**src/hdl/spu_ma_pkg.sv**
```systemverilog
`default_nettype none

package spu_ma_pkg;

        // memory physical address of an 8-byte word, bits 39 to 3.
        localparam int MPA_W = 37;

        // ma scratch memory word index.
        localparam int MA_ADDR_W = 8;

        // load length in 8-byte words.
        localparam int LEN_W = 8;

        // one data word and one memory line.
        localparam int WORD_W = 64;
        localparam int LINE_W = 128;

        // load controller states.
        // mem_wen is the parity cycle ahead of the write.
        typedef enum logic [2:0] {
                idle     = 3'd0,
                ld_req   = 3'd1,
                wait_ln  = 3'd2,
                mem_wen  = 3'd3,
                mem_wr   = 3'd4,
                chk_next = 3'd5
        } ld_state_t;

        // ma opcodes seen with the issue pulse.
        // only op_ld starts a load.
        typedef enum logic [1:0] {
                op_none = 2'd0,
                op_ld   = 2'd1,
                op_st   = 2'd2
        } ma_op_t;

endpackage

`default_nettype wire

```
**src/hdl/spu_ma_ld_if.sv**
```systemverilog
`timescale 1ns/1ps
`default_nettype none

interface spu_ma_ld_if #(
        parameter int MA_ADDR_W = 8
);

        // controller to address unit.
        logic                          load_start;
        logic                          addr_inc;
        logic                          line_sel_latch;

        // address unit back to controller.
        logic                          len_neqz;
        logic                          same_line;

        // current addresses, used by the top and the memory.
        logic [spu_ma_pkg::MPA_W-1:0]  cur_mpa;
        logic [MA_ADDR_W-1:0]          cur_maddr;

        modport ctl (
                output load_start,
                output addr_inc,
                output line_sel_latch,
                input  len_neqz,
                input  same_line
        );

        modport addr (
                input  load_start,
                input  addr_inc,
                input  line_sel_latch,
                output len_neqz,
                output same_line,
                output cur_mpa,
                output cur_maddr
        );

endinterface

`default_nettype wire

```
**src/hdl/spu_mald.sv**
```systemverilog
`timescale 1ns/1ps
`default_nettype none

module spu_mald (
        input  wire                     rclk,
        input  wire                     rst_n,
        input  wire                     iss,
        input  wire spu_ma_pkg::ma_op_t op,
        input  wire                     start_len_neqz,
        input  wire                     ldreq_ack,
        input  wire                     ln_received,
        input  wire                     unc_err,
        input  wire                     force_abort,
        output logic                    ldreq,
        output logic                    wen,
        output logic                    line_rst,
        output logic                    done,
        output logic                    done_set,
        spu_ma_ld_if.ctl                ctl
);

        spu_ma_pkg::ld_state_t state;
        spu_ma_pkg::ld_state_t state_nxt;
        logic                  start_ld;
        logic                  busy;
        logic                  wen_st;
        logic                  unc_hit;
        logic                  abort_hit;
        logic                  ld_op;

        // a load starts only from idle with the load opcode.
        assign start_ld = iss & (op == spu_ma_pkg::op_ld) & (state == spu_ma_pkg::idle);
        assign busy = (state != spu_ma_pkg::idle);

        // parity cycle; the word is written at its end.
        assign wen_st = (state == spu_ma_pkg::mem_wen);

        // uncorrectable error ends any busy state.
        assign unc_hit = busy & unc_err;

        // abort is only looked at during the parity cycle.
        assign abort_hit = wen_st & force_abort;

        always_comb begin
                state_nxt = state;
                case (state)
                        spu_ma_pkg::idle: begin
                                // zero length goes straight to the length check.
                                if (start_ld && start_len_neqz) begin
                                        state_nxt = spu_ma_pkg::ld_req;
                                end else if (start_ld) begin
                                        state_nxt = spu_ma_pkg::chk_next;
                                end
                        end
                        spu_ma_pkg::ld_req: begin
                                // hold the request until acked.
                                if (ldreq_ack) begin
                                        state_nxt = spu_ma_pkg::wait_ln;
                                end
                        end
                        spu_ma_pkg::wait_ln: begin
                                if (ln_received) begin
                                        state_nxt = spu_ma_pkg::mem_wen;
                                end
                        end
                        spu_ma_pkg::mem_wen: begin
                                state_nxt = spu_ma_pkg::mem_wr;
                        end
                        spu_ma_pkg::mem_wr: begin
                                state_nxt = spu_ma_pkg::chk_next;
                        end
                        spu_ma_pkg::chk_next: begin
                                // upper half of a buffered line needs no request.
                                if (!ctl.len_neqz) begin
                                        state_nxt = spu_ma_pkg::idle;
                                end else if (ctl.same_line) begin
                                        state_nxt = spu_ma_pkg::mem_wen;
                                end else begin
                                        state_nxt = spu_ma_pkg::ld_req;
                                end
                        end
                        default: begin
                                state_nxt = spu_ma_pkg::idle;
                        end
                endcase
                // errors win over every transition.
                if (unc_hit || abort_hit) begin
                        state_nxt = spu_ma_pkg::idle;
                end
        end

        always_ff @(posedge rclk) begin
                if (!rst_n) begin
                        state <= spu_ma_pkg::idle;
                end else begin
                        state <= state_nxt;
                end
        end

        // opcode of the last issue seen while idle.
        always_ff @(posedge rclk) begin
                if (!rst_n) begin
                        ld_op <= 1'b0;
                end else if (iss && !busy) begin
                        ld_op <= (op == spu_ma_pkg::op_ld);
                end
        end

        // sticky done flag.
        // cleared by the next issue, set by done or an early end.
        always_ff @(posedge rclk) begin
                if (!rst_n) begin
                        done_set <= 1'b0;
                end else if (iss) begin
                        done_set <= 1'b0;
                end else if ((done || unc_hit || abort_hit) && ld_op) begin
                        done_set <= 1'b1;
                end
        end

        assign done = (state == spu_ma_pkg::chk_next) & ~ctl.len_neqz;
        assign ldreq = (state == spu_ma_pkg::ld_req);

        // an uncorrectable error also drops the pending write.
        assign wen = wen_st & ~unc_err;

        // one pulse per written word, plus one on an early end.
        assign line_rst = ((state == spu_ma_pkg::mem_wr) & ctl.len_neqz) | abort_hit | unc_hit;

        assign ctl.load_start = start_ld;
        assign ctl.addr_inc = (state == spu_ma_pkg::mem_wr);
        assign ctl.line_sel_latch = (state == spu_ma_pkg::wait_ln) & ln_received;

endmodule

`default_nettype wire

```
**src/flat_wrapper.sv**
```systemverilog
// flat-port wrapper written by rule: the top's interface ports become plain ports
module spu_mald_flat 
  (rclk, rst_n, iss, op, start_len_neqz, ldreq_ack, ln_received, unc_err, force_abort, ldreq, wen, line_rst, done, done_set, ctl_load_start, ctl_addr_inc, ctl_line_sel_latch, ctl_len_neqz, ctl_same_line);
  spu_ma_ld_if ctl_i ();
  input  wire rclk;
  input  wire rst_n;
  input  wire iss;
  input  wire spu_ma_pkg::ma_op_t op;
  input  wire start_len_neqz;
  input  wire ldreq_ack;
  input  wire ln_received;
  input  wire unc_err;
  input  wire force_abort;
  output logic ldreq;
  output logic wen;
  output logic line_rst;
  output logic done;
  output logic done_set;
  output wire logic [$bits(ctl_i.load_start)-1:0] ctl_load_start;
  output wire logic [$bits(ctl_i.addr_inc)-1:0] ctl_addr_inc;
  output wire logic [$bits(ctl_i.line_sel_latch)-1:0] ctl_line_sel_latch;
  input wire logic [$bits(ctl_i.len_neqz)-1:0] ctl_len_neqz;
  input wire logic [$bits(ctl_i.same_line)-1:0] ctl_same_line;
  assign ctl_load_start = ctl_i.load_start;
  assign ctl_addr_inc = ctl_i.addr_inc;
  assign ctl_line_sel_latch = ctl_i.line_sel_latch;
  assign ctl_i.len_neqz = ctl_len_neqz;
  assign ctl_i.same_line = ctl_same_line;
  spu_mald u_core (.rclk(rclk), .rst_n(rst_n), .iss(iss), .op(op), .start_len_neqz(start_len_neqz), .ldreq_ack(ldreq_ack), .ln_received(ln_received), .unc_err(unc_err), .force_abort(force_abort), .ldreq(ldreq), .wen(wen), .line_rst(line_rst), .done(done), .done_set(done_set), .ctl(ctl_i));
endmodule
```
**config.mk**
```make
export PLATFORM = sky130hd
export DESIGN_NAME = spu_mald_flat
export DESIGN_NICKNAME = d
export VERILOG_FILES = /design/src/hdl/spu_ma_pkg.sv /design/src/hdl/spu_ma_ld_if.sv /design/src/hdl/spu_mald.sv /design/src/flat_wrapper.sv
export SDC_FILE = /design/constraint.sdc
export NUM_CORES = 1
export LEC_CHECK = 0
export CELL_PAD_IN_SITES_DETAIL_PLACEMENT = 1
export CELL_PAD_IN_SITES_GLOBAL_PLACEMENT = 1
export CORE_AREA = 2 2 39 41
export DETAILED_ROUTE_END_ITERATION = 7
export DIE_AREA = 0 0 41 43
export DONT_BUFFER_PORTS = 1
export GPL_TIMING_DRIVEN = 0
export PLACE_DENSITY = 0.67
export SYNTH_ARGS = -nofsm -noshare
export SYNTH_HDL_FRONTEND = slang
export SYNTH_SLANG_ARGS = --single-unit
```
**constraint.sdc**
```tcl
create_clock -name rclk -period 1.6 [get_ports rclk]
set_input_delay 0.16 -clock rclk [delete_from_list [all_inputs] [get_ports rclk]]
set_output_delay 0.16 -clock rclk [all_outputs]
set_load 0.02 [all_outputs]
```
-- Word-level counts from Yosys, hierarchy flattened
Cells that the tools add are included.
- register bits after elaboration: 5
- input port bits: 12
- output and inout port bits: 8
- eq/ne operators: 9
- mux-type cells: 7
- bitwise logic cells: 13
- reduce and logical (&&, ||, !) cells: 12
- operator list (operator ; number):
    3-bit case mux with 6 select lines ; 1
    3-bit 2-to-1 mux ; 5
    1-bit bitwise AND ; 8
    3-bit by 2-bit == test with 1-bit output (second input constant) ; 2
    3-bit == test (second input constant) ; 2
    2-bit inequality test (second input constant) ; 2
    2-bit OR reduction ; 2
    3-bit by 1-bit == test with 1-bit output (second input constant) ; 1
    1-bit logical AND ; 3
    3-bit zero test ; 1
    1-bit logical OR ; 3
    3-bit by 2-bit inequality test with 1-bit output (second input constant) ; 1
    1-bit inverter ; 3
    3-bit AND reduction ; 1
    3-bit nonzero test ; 1
    2-bit by 1-bit == test with 1-bit output (second input constant) ; 1
    2-bit 2-to-1 mux ; 1
    1-bit OR ; 2
    1-bit zero test ; 1

-- Logic depth before layout (Yosys ltp)
- word-level depth: 6
- depth in mapped cells: 4
- mapped depth without buffers: 3

-- Least setup slack after synthesis
Ideal clock, no wire load.
- path type: register -> output
- start point: reg u_core.state[1]
- end point: out wen
- arrival: 1326 ps
- data required time: 1440 ps
- setup slack: 114 ps
- stages on the path, launching flop included: 3
- path through: dfxtp_1 buf_2 nor4bb_1
- longest elaborated chain between the ends: 2
- RTL lines (item ; RTL line ; RTL):
    start, declared ; spu_mald.sv:22 ; spu_ma_pkg::ld_state_t state;
    start signal, assigned ; spu_mald.sv:94 ; state <= spu_ma_pkg::idle;
    start signal, assigned ; spu_mald.sv:96 ; state <= state_nxt;
    3-bit by 2-bit == test with 1-bit output ; spu_mald.sv:36 ; assign wen_st = (state == spu_ma_pkg::mem_wen);
    1-bit bitwise AND ; spu_mald.sv:125 ; assign wen = wen_st & ~unc_err;
    end, declared ; flat_wrapper.sv:15 ; output logic wen;
No other way between the ends.

-- Worst setup path after layout
- start point: reg u_core.state[0]
- end point: out wen
Same word-level chain as after synthesis.

==> out/metrics.yaml <==
cts_post_setup_buffers_inserted: 0
placeableCoreArea_um2: 1380
post-route-period-util_pct: 94.8
synth_async_sr_flop_share_pct: 0
remaining_antenna_violation_count: 0
avgRoutedWirePerCell_um: 15.5
cts-buffers-inserted: 3
yosysTopAreaCell: "sky130_fd_sc_hd__dfxtp_1"
route.detailed.drc: 0
dp_hpwl_um: 824
startpoint_type: "register"
fillers: 168
kind_of_path_behind_the_tightest_hold_check: "input port to register"
status: "complete, no violations"
mostFrequentLayoutCells: "5 x sky130_fd_sc_hd__clkbuf_4, 4 x sky130_fd_sc_hd__dfxtp_1"
critical_path.max_fanout: 10
clock_path_buffers: 2
final.setup_skew_ns: 0.00315
die-height_um: 43
place.detailed.instances: 66
route.final.wire_length_um: 1080
timing.reg2reg.setup_slack_ns: 0.25
ys_top_cells_by_area: "sky130_fd_sc_hd__dfxtp_1 24%, sky130_fd_sc_hd__nor3b_1 11%, sky130_fd_sc_hd__and3b_1 6.3%, sky130_fd_sc_hd__o211a_1 4.8%, sky130_fd_sc_hd__nand2b_1 4.5%"
max-vdd-ir-drop_mv: 0.259
synth_area_in_adders_pct: 0
yosys_register_bits: 5
syn_area_per_cell_um2: 8.31
finalHoldViolations: 0
criticalPathCategory: "register to primary output"
finalPower_mw: 0.442
report.final.slew_viol_count: 0
globalRouteTotalUtil_pct: 15.5
synth-compound-area-share_pct: 29.2
grt_overflow_total: 0
clk-insertion-delay-late_ns: 0.24
seq_area_frac_synth_pct: 24.1
dieWidth_um: 41
top_routing_layer_used: "met4"
globalplace.congestion: 0.771
slew_headroom_pct: 72.6
cts.sink_count: 5
largest_family_of_logic_cells_by_synthesized_area: "simple AND/OR/NAND/NOR gates"
port_buffers: 0
grt_antenna_before_repair: 0
vias: 395
root_buffer: "sky130_fd_sc_hd__clkbuf_4"
synth_xor_area_share_pct: 0
grt_pass1_vias: 397
finalSetupViolCount: 0
cellPowerDensity_nw_per_um2: 843
dominantRegCellSynth: "sky130_fd_sc_hd__dfxtp_1"
synthesis.instances: 50
finalWorstPathRequiredPeriod_ns: 1.52
final_nets: 67
finish.utilization_pct: 37.9
area_growth_pct: 26.2
fmax_ghz: 0.659
top_level_ports: 20
worst_ep_arrival_time_ns: 1.36
met2WireLength_um: 488
cts_htree_levels: 1
worst_setup_hold_path_clk_slew_ns: 0.04
cts_tree: "built"
met1_length_um: 480
max_slew.worst_pin.slew_ns: 0.408
portion_of_synthesized_cell_area_occupied_by_the_leading_cell_type_pct: 24.1
antenna_cells_inserted: 0
initial_core_util_pct: 30.0
drt-initial-drc-count: 3
syn-cell-area_um2: 415
stdcell_count: 70
yosys.area_share.simple_pct: 41.9
mostFrequentLayoutCell: "sky130_fd_sc_hd__clkbuf_4"
synth_mux_area_share_pct: 0
rsz0062_at_grt: "false"
ratio_of_cells_with_drive_above_1_in_the_final_layout_pct: 31.5
grt_start_max_net_pins: 11
synth_fp_nets: 62
multi_input_combinational_cell_area_um2: 349
maxCapViolCount: 0
synth_enable_flop_cells: 0
register_area_um2: 101
routed-wl-met3_um: 99
post_synth_num_cell_types: 28
first_pass_grt_wire_length_um: 1720
dieArea_um2: 1760
placementRows: 14
worstPathRequired_ns: 1.44
synth.yosys.warnings: 0
type_of_element_capturing_the_critical_path: "primary output"
power_leakage_nw: 0.204
drtPass1Iterations: 3
post_drt_via_cell_ratio: 5.64
[worst paths after layout]
kind	startpoint	endpoint	cells after the start
hold / removal	rst_n	u_core.ld_op	1
setup / recovery	u_core.state[0]	wen	2
setup reg to reg	u_core.state[2]	u_core.ld_op	3
hold reg to reg	u_core.ld_op	u_core.done_set	2
[metrics by stage]
stage          worst slack, ns  TNS [ns]  hold slack, ns  area (um2)
3_3_place_gp           -0.0300   -0.0300           0.285         435
5_1_grt                0.00257         0          0.0313         524
6_report                0.0836         0          0.0470         524
4_1_cts               0.000511         0          0.0375         508
3_5_place_dp           -0.0594   -0.0594           0.294         435
2_1_floorplan            0.114         0           0.277         415
[critical path: stages, from the launching register on]
cell,delay [ns]
sky130_fd_sc_hd__dfxtp_1,0.40
sky130_fd_sc_hd__clkbuf_4,0.26
sky130_fd_sc_hd__nor4bb_4,0.46
[cell type report]
cell class / instances / share of cell area [%]
tap: 16 / 3.82
inverter: 2 / 1.43
buffer: 3 / 3.82
sequential: 5 / 19.3
clock buffer: 4 / 5.01
multi-input combinational: 40 / 66.6
[metal layers]
metal	track usage [%]	up-vias
li1	-	199
met1	18.0	178
met2	20.3	16
met3	7.85	2
met4	12.0	0
met5	0	-
[kinds of logic (layout without fill, tap and decap cells)]
| logic type | Yosys count | after routing |
|---|---|---|
| simple gates | 23 | 23 |
| buf+inv | 5 | 9 |
| flops | 5 | 5 |
| compound gates | 17 | 17 |
[synth_stat cells, types with 2 or more instances]
cell type                  count
sky130_fd_sc_hd__nand2_1       2
sky130_fd_sc_hd__nand2b_1      3
sky130_fd_sc_hd__o211a_1       2
sky130_fd_sc_hd__a21oi_1       3
sky130_fd_sc_hd__inv_1         2
sky130_fd_sc_hd__dfxtp_1       5
sky130_fd_sc_hd__o21ai_0       3
sky130_fd_sc_hd__nor3b_1       6
sky130_fd_sc_hd__clkbuf_1      2
sky130_fd_sc_hd__and3b_1       3
sky130_fd_sc_hd__o21a_1        2
[state kept, by name, indices dropped and copies added (netlist names)]
signal,flops
u_core.done_set,1
u_core.state,3
u_core.ld_op,1
[power by group]
group | internal, mW | leakage [nW] | switching [mW]
Clock | 0.0942 | 0.0150 | 0.0505
Combinational | 0.0698 | 0.148 | 0.0807
Sequential | 0.134 | 0.0411 | 0.0124
[repair_timing]
item	CTS	global route
endpoints found under the hold margin	0	0
gates resized for setup	9	6
pin swaps	1	0
setup endpoints to repair	5	3
hold buffers	0	0
(Power assumes the default switching activity.)
