## config.mk

```make
export PLATFORM = sky130hd
export DESIGN_NAME = spu_maaddr_flat
export DESIGN_NICKNAME = d
export VERILOG_FILES = /design/src/hdl/spu_ma_pkg.sv /design/src/hdl/spu_ma_ld_if.sv /design/src/hdl/spu_maaddr.sv /design/src/flat_wrapper.sv
export SDC_FILE = /design/constraint.sdc
export NUM_CORES = 1
export LEC_CHECK = 0
export BUFFER_PORTS_ARGS = -buffer_cell sky130_fd_sc_hd__buf_2
export CAP_MARGIN = 20
export CORE_UTILIZATION = 55
export DETAILED_ROUTE_END_ITERATION = 8
export PLACE_DENSITY = 0.91
export RECOVER_POWER = 25
export SKIP_CTS_REPAIR_TIMING = 1
export SLEW_MARGIN = 25
export SYNTH_ARGS = -nofsm -noshare
export SYNTH_HDL_FRONTEND = slang
export SYNTH_SLANG_ARGS = --single-unit
```

## constraint.sdc

```tcl
create_clock -name rclk -period 3.8 [get_ports rclk]
set_clock_uncertainty 0.15 [all_clocks]
set_input_delay 0.76 -clock rclk [delete_from_list [all_inputs] [get_ports rclk]]
set_output_delay 0.76 -clock rclk [all_outputs]
set_load 0.02 [all_outputs]
```

## src/hdl/spu_ma_pkg.sv

```systemverilog
`default_nettype none

package spu_ma_pkg;

        // memory physical address of an 8-byte word, bits 39 to 3.
        localparam int MPA_W = 37;

        // ma scratch memory word index.
        localparam int MA_ADDR_W = 8;

        // load length in 8-byte words.
        localparam int LEN_W = 8;

        // one data word and one memory line.
        localparam int WORD_W = 64;
        localparam int LINE_W = 128;

        // load controller states.
        // mem_wen is the parity cycle ahead of the write.
        typedef enum logic [2:0] {
                idle     = 3'd0,
                ld_req   = 3'd1,
                wait_ln  = 3'd2,
                mem_wen  = 3'd3,
                mem_wr   = 3'd4,
                chk_next = 3'd5
        } ld_state_t;

        // ma opcodes seen with the issue pulse.
        // only op_ld starts a load.
        typedef enum logic [1:0] {
                op_none = 2'd0,
                op_ld   = 2'd1,
                op_st   = 2'd2
        } ma_op_t;

endpackage

`default_nettype wire

```

## src/hdl/spu_ma_ld_if.sv

```systemverilog
`timescale 1ns/1ps
`default_nettype none

interface spu_ma_ld_if #(
        parameter int MA_ADDR_W = 8
);

        // controller to address unit.
        logic                          load_start;
        logic                          addr_inc;
        logic                          line_sel_latch;

        // address unit back to controller.
        logic                          len_neqz;
        logic                          same_line;

        // current addresses, used by the top and the memory.
        logic [spu_ma_pkg::MPA_W-1:0]  cur_mpa;
        logic [MA_ADDR_W-1:0]          cur_maddr;

        modport ctl (
                output load_start,
                output addr_inc,
                output line_sel_latch,
                input  len_neqz,
                input  same_line
        );

        modport addr (
                input  load_start,
                input  addr_inc,
                input  line_sel_latch,
                output len_neqz,
                output same_line,
                output cur_mpa,
                output cur_maddr
        );

endinterface

`default_nettype wire

```

## src/hdl/spu_maaddr.sv

```systemverilog
`timescale 1ns/1ps
`default_nettype none

module spu_maaddr #(
        parameter int MA_ADDR_W = 8
) (
        input  wire                            rclk,
        input  wire                            rst_n,
        input  wire [spu_ma_pkg::MPA_W-1:0]    start_mpa,
        input  wire [MA_ADDR_W-1:0]            start_maddr,
        input  wire [spu_ma_pkg::LEN_W-1:0]    start_len,
        spu_ma_ld_if.addr                      ctl
);

        logic [spu_ma_pkg::MPA_W-1:0] mpa_q;
        logic [MA_ADDR_W-1:0]         maddr_q;
        logic [spu_ma_pkg::LEN_W-1:0] len_q;
        logic                         line_vld;

        // address counters.
        // loaded at start, stepped once per written word.
        always_ff @(posedge rclk) begin
                if (ctl.load_start) begin
                        mpa_q <= start_mpa;
                        maddr_q <= start_maddr;
                end else if (ctl.addr_inc) begin
                        mpa_q <= mpa_q + 1'b1;
                        maddr_q <= maddr_q + 1'b1;
                end
        end

        // remaining words.
        always_ff @(posedge rclk) begin
                if (!rst_n) begin
                        len_q <= '0;
                end else if (ctl.load_start) begin
                        len_q <= start_len;
                end else if (ctl.addr_inc) begin
                        len_q <= len_q - 1'b1;
                end
        end

        // a line is buffered for the current address.
        // stepping past the upper half leaves the line.
        always_ff @(posedge rclk) begin
                if (!rst_n) begin
                        line_vld <= 1'b0;
                end else if (ctl.load_start) begin
                        line_vld <= 1'b0;
                end else if (ctl.line_sel_latch) begin
                        line_vld <= 1'b1;
                end else if (ctl.addr_inc && mpa_q[0]) begin
                        line_vld <= 1'b0;
                end
        end

        // mpa bit 0 is address bit 3, the upper half of the line.
        assign ctl.same_line = mpa_q[0] & line_vld;
        assign ctl.len_neqz = |len_q;
        assign ctl.cur_mpa = mpa_q;
        assign ctl.cur_maddr = maddr_q;

endmodule

`default_nettype wire

```

## src/flat_wrapper.sv

```systemverilog
// flat-port wrapper written by rule: the top's interface ports become plain ports
module spu_maaddr_flat 
#(
        parameter int MA_ADDR_W = 8
)
  (rclk, rst_n, start_mpa, start_maddr, start_len, ctl_load_start, ctl_addr_inc, ctl_line_sel_latch, ctl_len_neqz, ctl_same_line, ctl_cur_mpa, ctl_cur_maddr);
  spu_ma_ld_if #(.MA_ADDR_W(MA_ADDR_W)) ctl_i ();
  input  wire rclk;
  input  wire rst_n;
  input  wire [spu_ma_pkg::MPA_W-1:0] start_mpa;
  input  wire [MA_ADDR_W-1:0] start_maddr;
  input  wire [spu_ma_pkg::LEN_W-1:0] start_len;
  input wire logic [$bits(ctl_i.load_start)-1:0] ctl_load_start;
  input wire logic [$bits(ctl_i.addr_inc)-1:0] ctl_addr_inc;
  input wire logic [$bits(ctl_i.line_sel_latch)-1:0] ctl_line_sel_latch;
  output wire logic [$bits(ctl_i.len_neqz)-1:0] ctl_len_neqz;
  output wire logic [$bits(ctl_i.same_line)-1:0] ctl_same_line;
  output wire logic [$bits(ctl_i.cur_mpa)-1:0] ctl_cur_mpa;
  output wire logic [$bits(ctl_i.cur_maddr)-1:0] ctl_cur_maddr;
  assign ctl_i.load_start = ctl_load_start;
  assign ctl_i.addr_inc = ctl_addr_inc;
  assign ctl_i.line_sel_latch = ctl_line_sel_latch;
  assign ctl_len_neqz = ctl_i.len_neqz;
  assign ctl_same_line = ctl_i.same_line;
  assign ctl_cur_mpa = ctl_i.cur_mpa;
  assign ctl_cur_maddr = ctl_i.cur_maddr;
  spu_maaddr #(.MA_ADDR_W(MA_ADDR_W)) u_core (.rclk(rclk), .rst_n(rst_n), .start_mpa(start_mpa), .start_maddr(start_maddr), .start_len(start_len), .ctl(ctl_i));
endmodule
```

## Yosys cells after proc, flatten, opt, wreduce, memory -nomap -nowiden

Index checks and enable logic that the tools add are counted.

- $add $sub $neg: 3
- Muxes and demuxes: 8
- Bitwise logic cells: 2
- Reduce and logical (&&, ||, !) cells: 5

Operators by type and width:

| kind | count |
|---|---|
| $mux W37 | 2 |
| $add A37 B1 Y37 const B | 1 |
| $mux W8 | 4 |
| $add A8 B1 Y8 const B | 1 |
| $reduce_or A8 Y1 | 1 |
| $sub A8 B1 Y8 const B | 1 |
| $reduce_bool A2 Y1 | 2 |
| $mux W1 | 2 |
| $reduce_or A2 Y1 | 1 |
| $and A1 B1 Y1 | 1 |
| $logic_and A1 B1 Y1 | 1 |
| $not A1 Y1 | 1 |

- Register bits: 54
- Logic and storage cells: 22

## Longest topological paths before layout

Gate-level depths: netlist (run 1).

- Depth in word-level cells: 3
- Depth in mapped cells: 7
- Mapped depth without buffers: 6

## Worst setup path after synthesis (run 1)

OpenSTA, ideal clock, no wires.

- Path type: input -> register
- Start: input port ctl_load_start
- End: register u_core.maddr_q[0], in the netlist u_core.ctl.cur_maddr[0], enable pin
- Arrival: 1967 ps
- Slack: 1300 ps
- Stages on the path: 3
- Path buffers: 2
- Path through: clkbuf_1 -> clkbuf_1 -> or2_2

- Cells in the longest elaborated chain, start to end: 1

RTL lines:

| item | line | RTL |
|---|---|---|
| start: declaration | flat_wrapper.sv:13 | `input wire logic [$bits(ctl_i.load_start)-1:0] ctl_load_start;` |
| $reduce_bool A2 Y1 (no source line) | n/a |  |
| end signal: assignment | spu_maaddr.sv:25 | `maddr_q <= start_maddr;` |
| end signal: assignment | spu_maaddr.sv:28 | `maddr_q <= maddr_q + 1'b1;` |
| end: declaration | spu_maaddr.sv:16 | `logic [MA_ADDR_W-1:0] maddr_q;` |

Every way passes these cells.
A chain may end at the register's enable or synchronous reset.

## Worst setup path in the final report (run 1)

- Start: register u_core.mpa_q, in the netlist u_core.ctl.cur_mpa[0]
- End: register u_core.mpa_q, in the netlist u_core.ctl.cur_mpa[30] (data pin)

- Cells in the longest elaborated chain, start to end: 3

RTL lines:

| item | line | RTL |
|---|---|---|
| start: declaration | spu_maaddr.sv:15 | `logic [spu_ma_pkg::MPA_W-1:0] mpa_q;` |
| start signal: assignment | spu_maaddr.sv:24 | `mpa_q <= start_mpa;` |
| start signal: assignment | spu_maaddr.sv:27 | `mpa_q <= mpa_q + 1'b1;` |
| $add A37 B1 Y37 | spu_maaddr.sv:27 |  |
| $mux W37 | spu_maaddr.sv:26 | `end else if (ctl.addr_inc) begin` |
| $mux W37 | spu_maaddr.sv:23 | `if (ctl.load_start) begin` |

Every way passes these cells. The select of a mux whose other input is x is not followed.

==> metrics.txt, run 1 <==
status=finished clean; Worst Hold Class=register to register; Worst R2R Path Depth=5; clk_lat worst skew=0.32 ns; DRC viols=0; hold path cells=2; DR WL/cell=15.44 um; clk root buf=clkbuf_8; Stages on worst setup path=5; max-slew violations=0; # Max-Cap Violations=0; Detailed Route WL=8031 um; maximum vdd drop=0.0002711 V; Bufs and invs on worst path=0; Fill cells=507; commonest non-fill, non-tap cells in the layout=buf_2 (93), edfxtp_1 (45), nand2_1 (39); CP max-delay cell=or4_1; setup slack at placement=0.9428 ns; final worst slack=1.104 ns; Crit path max-delay family=simple AND/OR/NAND/NOR gates; final setup vio count=0; Layout Nets=506; Final ANT Viol Nets=0; Remaining Overflow, GRT=0; die height=80.00 um; largest net degree at the start of global routing=68; Seq/Total Area, Yosys=0.4577; Worst slew margin=0.2821; setup_tns=0 ns; first-pass GRT wire length=12860 um; commonest non-fill, non-tap cell in the layout=buf_2; die area=6399 um^2; half-perimeter wire length after placement=5725 um; Max stage delay on crit path=0.64 ns; share of layout cells above drive strength 1=0.2539; CP dominant cell by count=or4_1; fin crit share=0.7096; worst hold slack=0.3748 ns; PwrDens=372.0 nW/um^2; Area Growth Syn to Fin=18.06%; CP Class=register to register; row count=28; asr flop ratio synth=0; mapped cell area=3346 um^2; Worst setup EP type=register; clock-pin slew on the worst setup and hold paths=0.10 ns; Core ar.=5886 um^2; Vias=3131; Longest Clk Path Bufs=2; ANT cells=0; worst path required time=3.81 ns; Sequential Area=1531 um^2; footprint of the multi-input gates=1672 um^2; die width=80.00 um; post-route minimum period=2.696 ns; Ports=105; non-filler cells, final=520; Worst-Margin Slew=1.076 ns; Initial Util=0.5685; LEAKAGE=0.001511 uW; number of flops mapped to enable cells by yosys=45; via/cell ratio=6.021; DRT Pass-1 Iters=5; RSZ-0062 raised after global routing=false; CTS tree=yes; GPL Wtd Cong=0.8603; PortBufs=104; crit-path cells=ha_1, nand4_1, or4_1, or4_1, a31oi_1; antenna violations before repair=0; Placed Cells=512; Synth Register Bits=54; Yosys cell types=47; vias in the first global route=2809; startpoint types=register; Finished Core Util=0.6711; DRT iter0 DRCs=265; Syn Inst Count=350; Yosys warnings=0; Peak Freq=0.3709 GHz; GRT Util Overall=0.2582; CP arrival=2.71 ns; Num Clock Sinks=54; Num CTS Buffers=5; H-tree depth=2; ys flop type=edfxtp_1; Fin. Hold Viols=0; Worst Path Max Fanout=8; Post-Syn Nets=412; Avg Cell Area, Syn=9.559 um^2
through the flow:
| step | power, uW | area, um^2 |
|---|---|---|
| after floorplan | 1009 | 3346 |
| after global placement | 1122 | 3871 |
| after detailed placement | 1139 | 3871 |
| after CTS | 1474 | 3965 |
| after global routing | 1536 | 3950 |
| final | 1470 | 3950 |
final timing paths:
path / startpoint / to / slack [ns]
min: u_core.len_q[2]$_SDFFE_PN0P_ / u_core.len_q[2]$_SDFFE_PN0P_ / 0.37
max: u_core.ctl.cur_mpa[0]$_DFFE_PP_ / u_core.ctl.cur_mpa[30]$_DFFE_PP_ / 1.10
max reg2reg: u_core.ctl.cur_mpa[0]$_DFFE_PP_ / u_core.ctl.cur_mpa[30]$_DFFE_PP_ / 1.10
min reg2reg: u_core.len_q[2]$_SDFFE_PN0P_ / u_core.len_q[2]$_SDFFE_PN0P_ / 0.37
registers in the layout, indices dropped and copies added, names as in the netlist:
name                  flops
u_core.ctl.cur_maddr      8
u_core.ctl.cur_mpa       37
u_core.line_vld           1
u_core.len_q              8
cell usage after synthesis, types with 3 or more instances:
cell / number / area share
edfxtp_1: 45 / 0.40
nand2_1: 39 / 0.044
o21ai_0: 28 / 0.042
nor2_1: 23 / 0.026
nand3_1: 22 / 0.033
a31oi_1: 20 / 0.037
or4_1: 20 / 0.045
o31ai_1: 16 / 0.036
clkbuf_1: 12 / 0.013
xnor2_1: 12 / 0.031
xor2_1: 12 / 0.031
nand4_1: 10 / 0.019
dfxtp_1: 9 / 0.054
inv_1: 8 / 0.0090
nor4_1: 8 / 0.015
or3_1: 6 / 0.011
o211a_1: 5 / 0.015
and3_1: 4 / 0.0075
ha_1: 4 / 0.015
nand2b_1: 4 / 0.0075
and4_1: 3 / 0.0079
buf_6: 3 / 0.010
nor2b_1: 3 / 0.0056
nor3_1: 3 / 0.0045
power breakdown:
part	switching [uW]	leakage, uW	total, uW	internal, uW
sequential	81.8	0.000529	798	716
clock	211	0.0000447	344	134
combinational	197	0.000937	327	131
metal layers:
metal	GRT usage	vias to the layer above	routed length (um)
met2	0.4248	138	3903
li1	-	1523	-
met5	0	-	0
met4	0.08036	0	62
met1	0.3355	1462	3425
met3	0.06057	8	640
cells by family after synthesis:
logic type                 after synthesis  share of synthesized area
AOI/OAI and AO/OA                       78                     0.1515
xor gates and xnor gates                24                    0.06283
adders and majority gates                4                    0.01496
buffers and inverters                   29                    0.04338
DFF                                     54                     0.4577
muxes                                    2                   0.006731
and+or+nand+nor                        159                     0.2629
worst register-to-register path: stages (launching register included):
cell and delay, ns:
edfxtp_1 0.47, ha_1 0.32, nand4_1 0.27, or4_1 0.64, or4_1 0.51, a31oi_1 0.17
layout make-up:
type / count / area share
tap: 75 / 0.02376
clock buffer: 5 / 0.01742
multi-input combinational: 267 / 0.4232
inverter: 9 / 0.008552
sequential: 54 / 0.3877
timing repair buffer: 107 / 0.1330
clock inverter: 3 / 0.006335
(Power assumes the default switching activity.)
==> inputs of run 2 (changes only) <==
- ABC_AREA: not set -> 1
- CORE_UTILIZATION: 55 -> 52
- PLACE_DENSITY: 0.91 -> 0.86
- clock period: 3.8 -> 2.8 ns (I/O delays scaled with it)
==> run 2 against run 1 <==
The run now ends with design-rule violations left. Routed wire length grew 11%. Hold slack got worse by 0.055 ns. Combinational power is 45% higher. Worst setup slack got worse by 0.62 ns. Sequential power rose by 34%. Critical path depth stayed put. Sequential share of layout area decreased by 2.6 points. Count of clock-buffer cells in the layout increased by 1. Synthesized area increased by 6.8%. Die area increased by 13%. Synthesized cell count rose by 39%. Global-route usage about the same.
==> metrics.txt, run 2 <==
DR WL/cell=13.30 um (was 15.44 um); vias in the first global route=3368 (was 2809); PwrDens=474.2 nW/um^2 (was 372.0 nW/um^2); CP arrival=1.61 ns (was 2.71 ns); Remaining Overflow, GRT=0 (unchanged); footprint of the multi-input gates=1853 um^2 (was 1672 um^2); # Max-Cap Violations=0 (unchanged); Yosys warnings=0 (unchanged); Synth area leaders=edfxtp_1 (38%), nand2_1 (20%), nor2_1 (5.9%) (was edfxtp_1 (40%), dfxtp_1 (5.4%), or4_1 (4.5%)); maximum vdd drop=0.0001976 V (was 0.0002711 V); startpoint types=register (unchanged); die width=84.88 um (was 80.00 um); CP Class=register to output pin (was register to register); asr flop ratio synth=0 (unchanged); sw frac=0.3310 (was 0.3330); crit-path cells=inv_1, ha_1, nand2_1, or4_1, buf_2 (was ha_1, nand4_1, or4_1, or4_1, a31oi_1); Sequential Area=1531 um^2 (unchanged); clock power share=0.230 (was 0.234); CTS tree=yes (unchanged); Layout Nets=654 (was 506); Worst Hold Class=input port to register (was register to register); Peak Freq=0.4311 GHz; commonest non-fill, non-tap cell in the layout=nand2_1 (was buf_2); die height=84.88 um (was 80.00 um); Commonest cells post-synth=nand2_1 (192), nor2_1 (56), edfxtp_1 (45), nand3_1 (36), inv_1 (35) (was edfxtp_1 (45), nand2_1 (39), o21ai_0 (28), nor2_1 (23), nand3_1 (22)); Worst-Margin Slew=1.226 ns (was 1.076 ns); share of the synthesized area in the top cell type=0.3783 (was 0.4039); Detailed Route WL=8910 um (was 8031 um); Post-Syn Nets=550 (was 412); sequential share of power=0.533 (was 0.543); CP max-delay cell=or4_1 (unchanged); setup_tns=0 ns (unchanged); Synth Register Bits=54 (unchanged); Fin. Hold Viols=0 (unchanged); Longest Clk Path Bufs=2 (unchanged); first-pass GRT wire length=14890 um (was 12860 um); failing checks=design-rule violations; Worst setup EP type=output pin (was register); combinational share of power=0.236 (was 0.223); PortBufs=104 (unchanged); Int Power=1342 uW (was 980.2 uW); GPL Wtd Cong=0.8992 (was 0.8603); ANT cells=0 (unchanged); share of layout cells above drive strength 1=0.2040 (was 0.2539); GRT Util Overall=0.2586 (was 0.2582); Yosys top cell by area=edfxtp_1 (unchanged); Core ar.=6495 um^2 (was 5886 um^2); Avg Cell Area, Syn=7.320 um^2 (was 9.559 um^2); number of flops mapped to enable cells by yosys=45 (unchanged); final worst slack=0.4804 ns (was 1.104 ns); Finished Core Util=0.6515 (was 0.6711); post-route minimum period=2.320 ns; via/cell ratio=5.296 (was 6.021); max-slew violations=0 (unchanged); die area=7205 um^2 (was 6399 um^2); most frequent cell after synthesis=nand2_1 (was edfxtp_1); Syn Inst Count=488 (was 350); row count=29 (was 28); half-perimeter wire length after placement=6873 um (was 5725 um); fin crit share=0.8284; Yosys cell types=34 (was 47); Worst slew margin=0.1826 (was 0.2821); setup slack at placement=0.5819 ns (was 0.9428 ns); ys flop type=edfxtp_1 (unchanged); clock-pin slew on the worst setup and hold paths=0.09 ns (was 0.10 ns); Initial Util=0.5500 (was 0.5685); clk root buf=clkbuf_8 (unchanged); worst path required time=2.09 ns (was 3.81 ns); Vias=3548 (was 3131); Largest register FFs=37 (unchanged); RSZ-0062 raised after global routing=false (unchanged); Fill cells=598 (was 507); DRC viols=6 (was 0); status=finished, violations left (was finished clean); mapped cell area=3572 um^2 (was 3346 um^2); Worst Path Max Fanout=5 (was 8); commonest non-fill, non-tap cells in the layout=nand2_1 (192), buf_2 (86), nor2_1 (56) (was buf_2 (93), edfxtp_1 (45), nand2_1 (39)); Seq/Total Area, Yosys=0.4287 (was 0.4577); Final ANT Viol Nets=0 (unchanged); Max stage delay on crit path=0.45 ns (was 0.64 ns); final setup vio count=0 (unchanged); Tot Pwr=2006 uW (was 1470 uW); Num Clock Sinks=54 (unchanged); clk_lat worst skew=0.31 ns (was 0.32 ns); LEAKAGE=0.001982 uW (was 0.001511 uW); Num CTS Buffers=5 (unchanged); DRT Pass-1 Iters=7 (was 5); Ports=105 (unchanged); largest net degree at the start of global routing=70 (was 68); Area Growth Syn to Fin=18.46% (was 18.06%); DRT iter0 DRCs=295 (was 265); worst hold slack=0.3195 ns (was 0.3748 ns); antenna violations before repair=0 (unchanged); NetSw=664.1 uW (was 489.3 uW); H-tree depth=2 (unchanged)
==> run 2: changes by cell type after synthesis, sizes merged, moves of 9 or more <==
| cell | delta |
|---|---|
| inv | +27 |
| nand3 | +14 |
| nand4 | -9 |
| nor2 | +43 |
| a31oi | -16 |
| nand2 | +159 |
| o31ai | -15 |
| or4 | -20 |
==> run 2: layout make-up <==
| cell class | instances | share of cell area |
|---|---|---|
| multi-input combinational | 388 | 0.4379 |
| sequential | 54 | 0.3619 |
| timing repair buffer | 108 | 0.1242 |
| inverter | 35 | 0.03105 |
| tap | 77 | 0.02277 |
| clock buffer | 6 | 0.01952 |
| clock inverter | 2 | 0.002661 |
==> run 2: power by group through the flow <==
stage | sequential, uW | combinational (uW) | clock, uW
after floorplan | 1150 | 232 | 0
after global placement | 1080 | 467 | 0
after detailed placement | 1090 | 481 | 0
after CTS | 1070 | 483 | 469
after global routing | 1080 | 527 | 496
final | 1070 | 474 | 462
==> run 2: kinds of logic (layout without fill, tap and decap cells) <==
group / count (synthesis) / in the layout / synth area share
and+or+nand+nor: 320 / 320 / 0.3905
adders and majority gates: 4 / 4 / 0.01401
DFF: 54 / 54 / 0.4287
AOI/OAI and AO/OA: 51 / 51 / 0.08231
xor gates and xnor gates: 13 / 13 / 0.03187
buffers and inverters: 46 / 151 / 0.05254
==> run 2: routing by layer <==
| metal | wire [um] | part of all wire | track usage |
|---|---|---|---|
| met5 | 0 | 0 | 0 |
| met4 | 133 | 0.015 | 0.07088 |
| met3 | 503 | 0.056 | 0.03307 |
| met2 | 4402 | 0.49 | 0.4686 |
| met1 | 3870 | 0.43 | 0.3258 |
==> run 2: metrics by stage <==
step | instances | cell area (um^2)
after global placement | 662 | 4163
after CTS | 670 | 4257
after global routing | 670 | 4232
after detailed placement | 662 | 4163
final | 670 | 4232
after floorplan | 488 | 3572
==> run 2: worst paths after layout <==
path | startpoint | to | slack [ns] | cells after the start
worst max-delay path | u_core.len_q[0]$_SDFFE_PN0P_ | ctl_len_neqz | 0.48 | 5
worst min-delay path | start_len[6] | u_core.len_q[6]$_SDFFE_PN0P_ | 0.32 | 3
worst max register to register | u_core.ctl.cur_mpa[0]$_DFFE_PP_ | u_core.ctl.cur_mpa[30]$_DFFE_PP_ | 0.82 | 10
worst min register to register | u_core.len_q[4]$_SDFFE_PN0P_ | u_core.len_q[4]$_SDFFE_PN0P_ | 0.38 | 2
==> run 2: worst max-delay path: cells and delay by family, from the launching register on <==
| kind | cells | cell delay (ns) |
|---|---|---|
| flip-flops | 1 | 0.32 |
| buffers and inverters | 2 | 0.29 |
| adder cells (fa/ha/maj) | 1 | 0.17 |
| AND/OR/NAND/NOR | 2 | 0.51 |
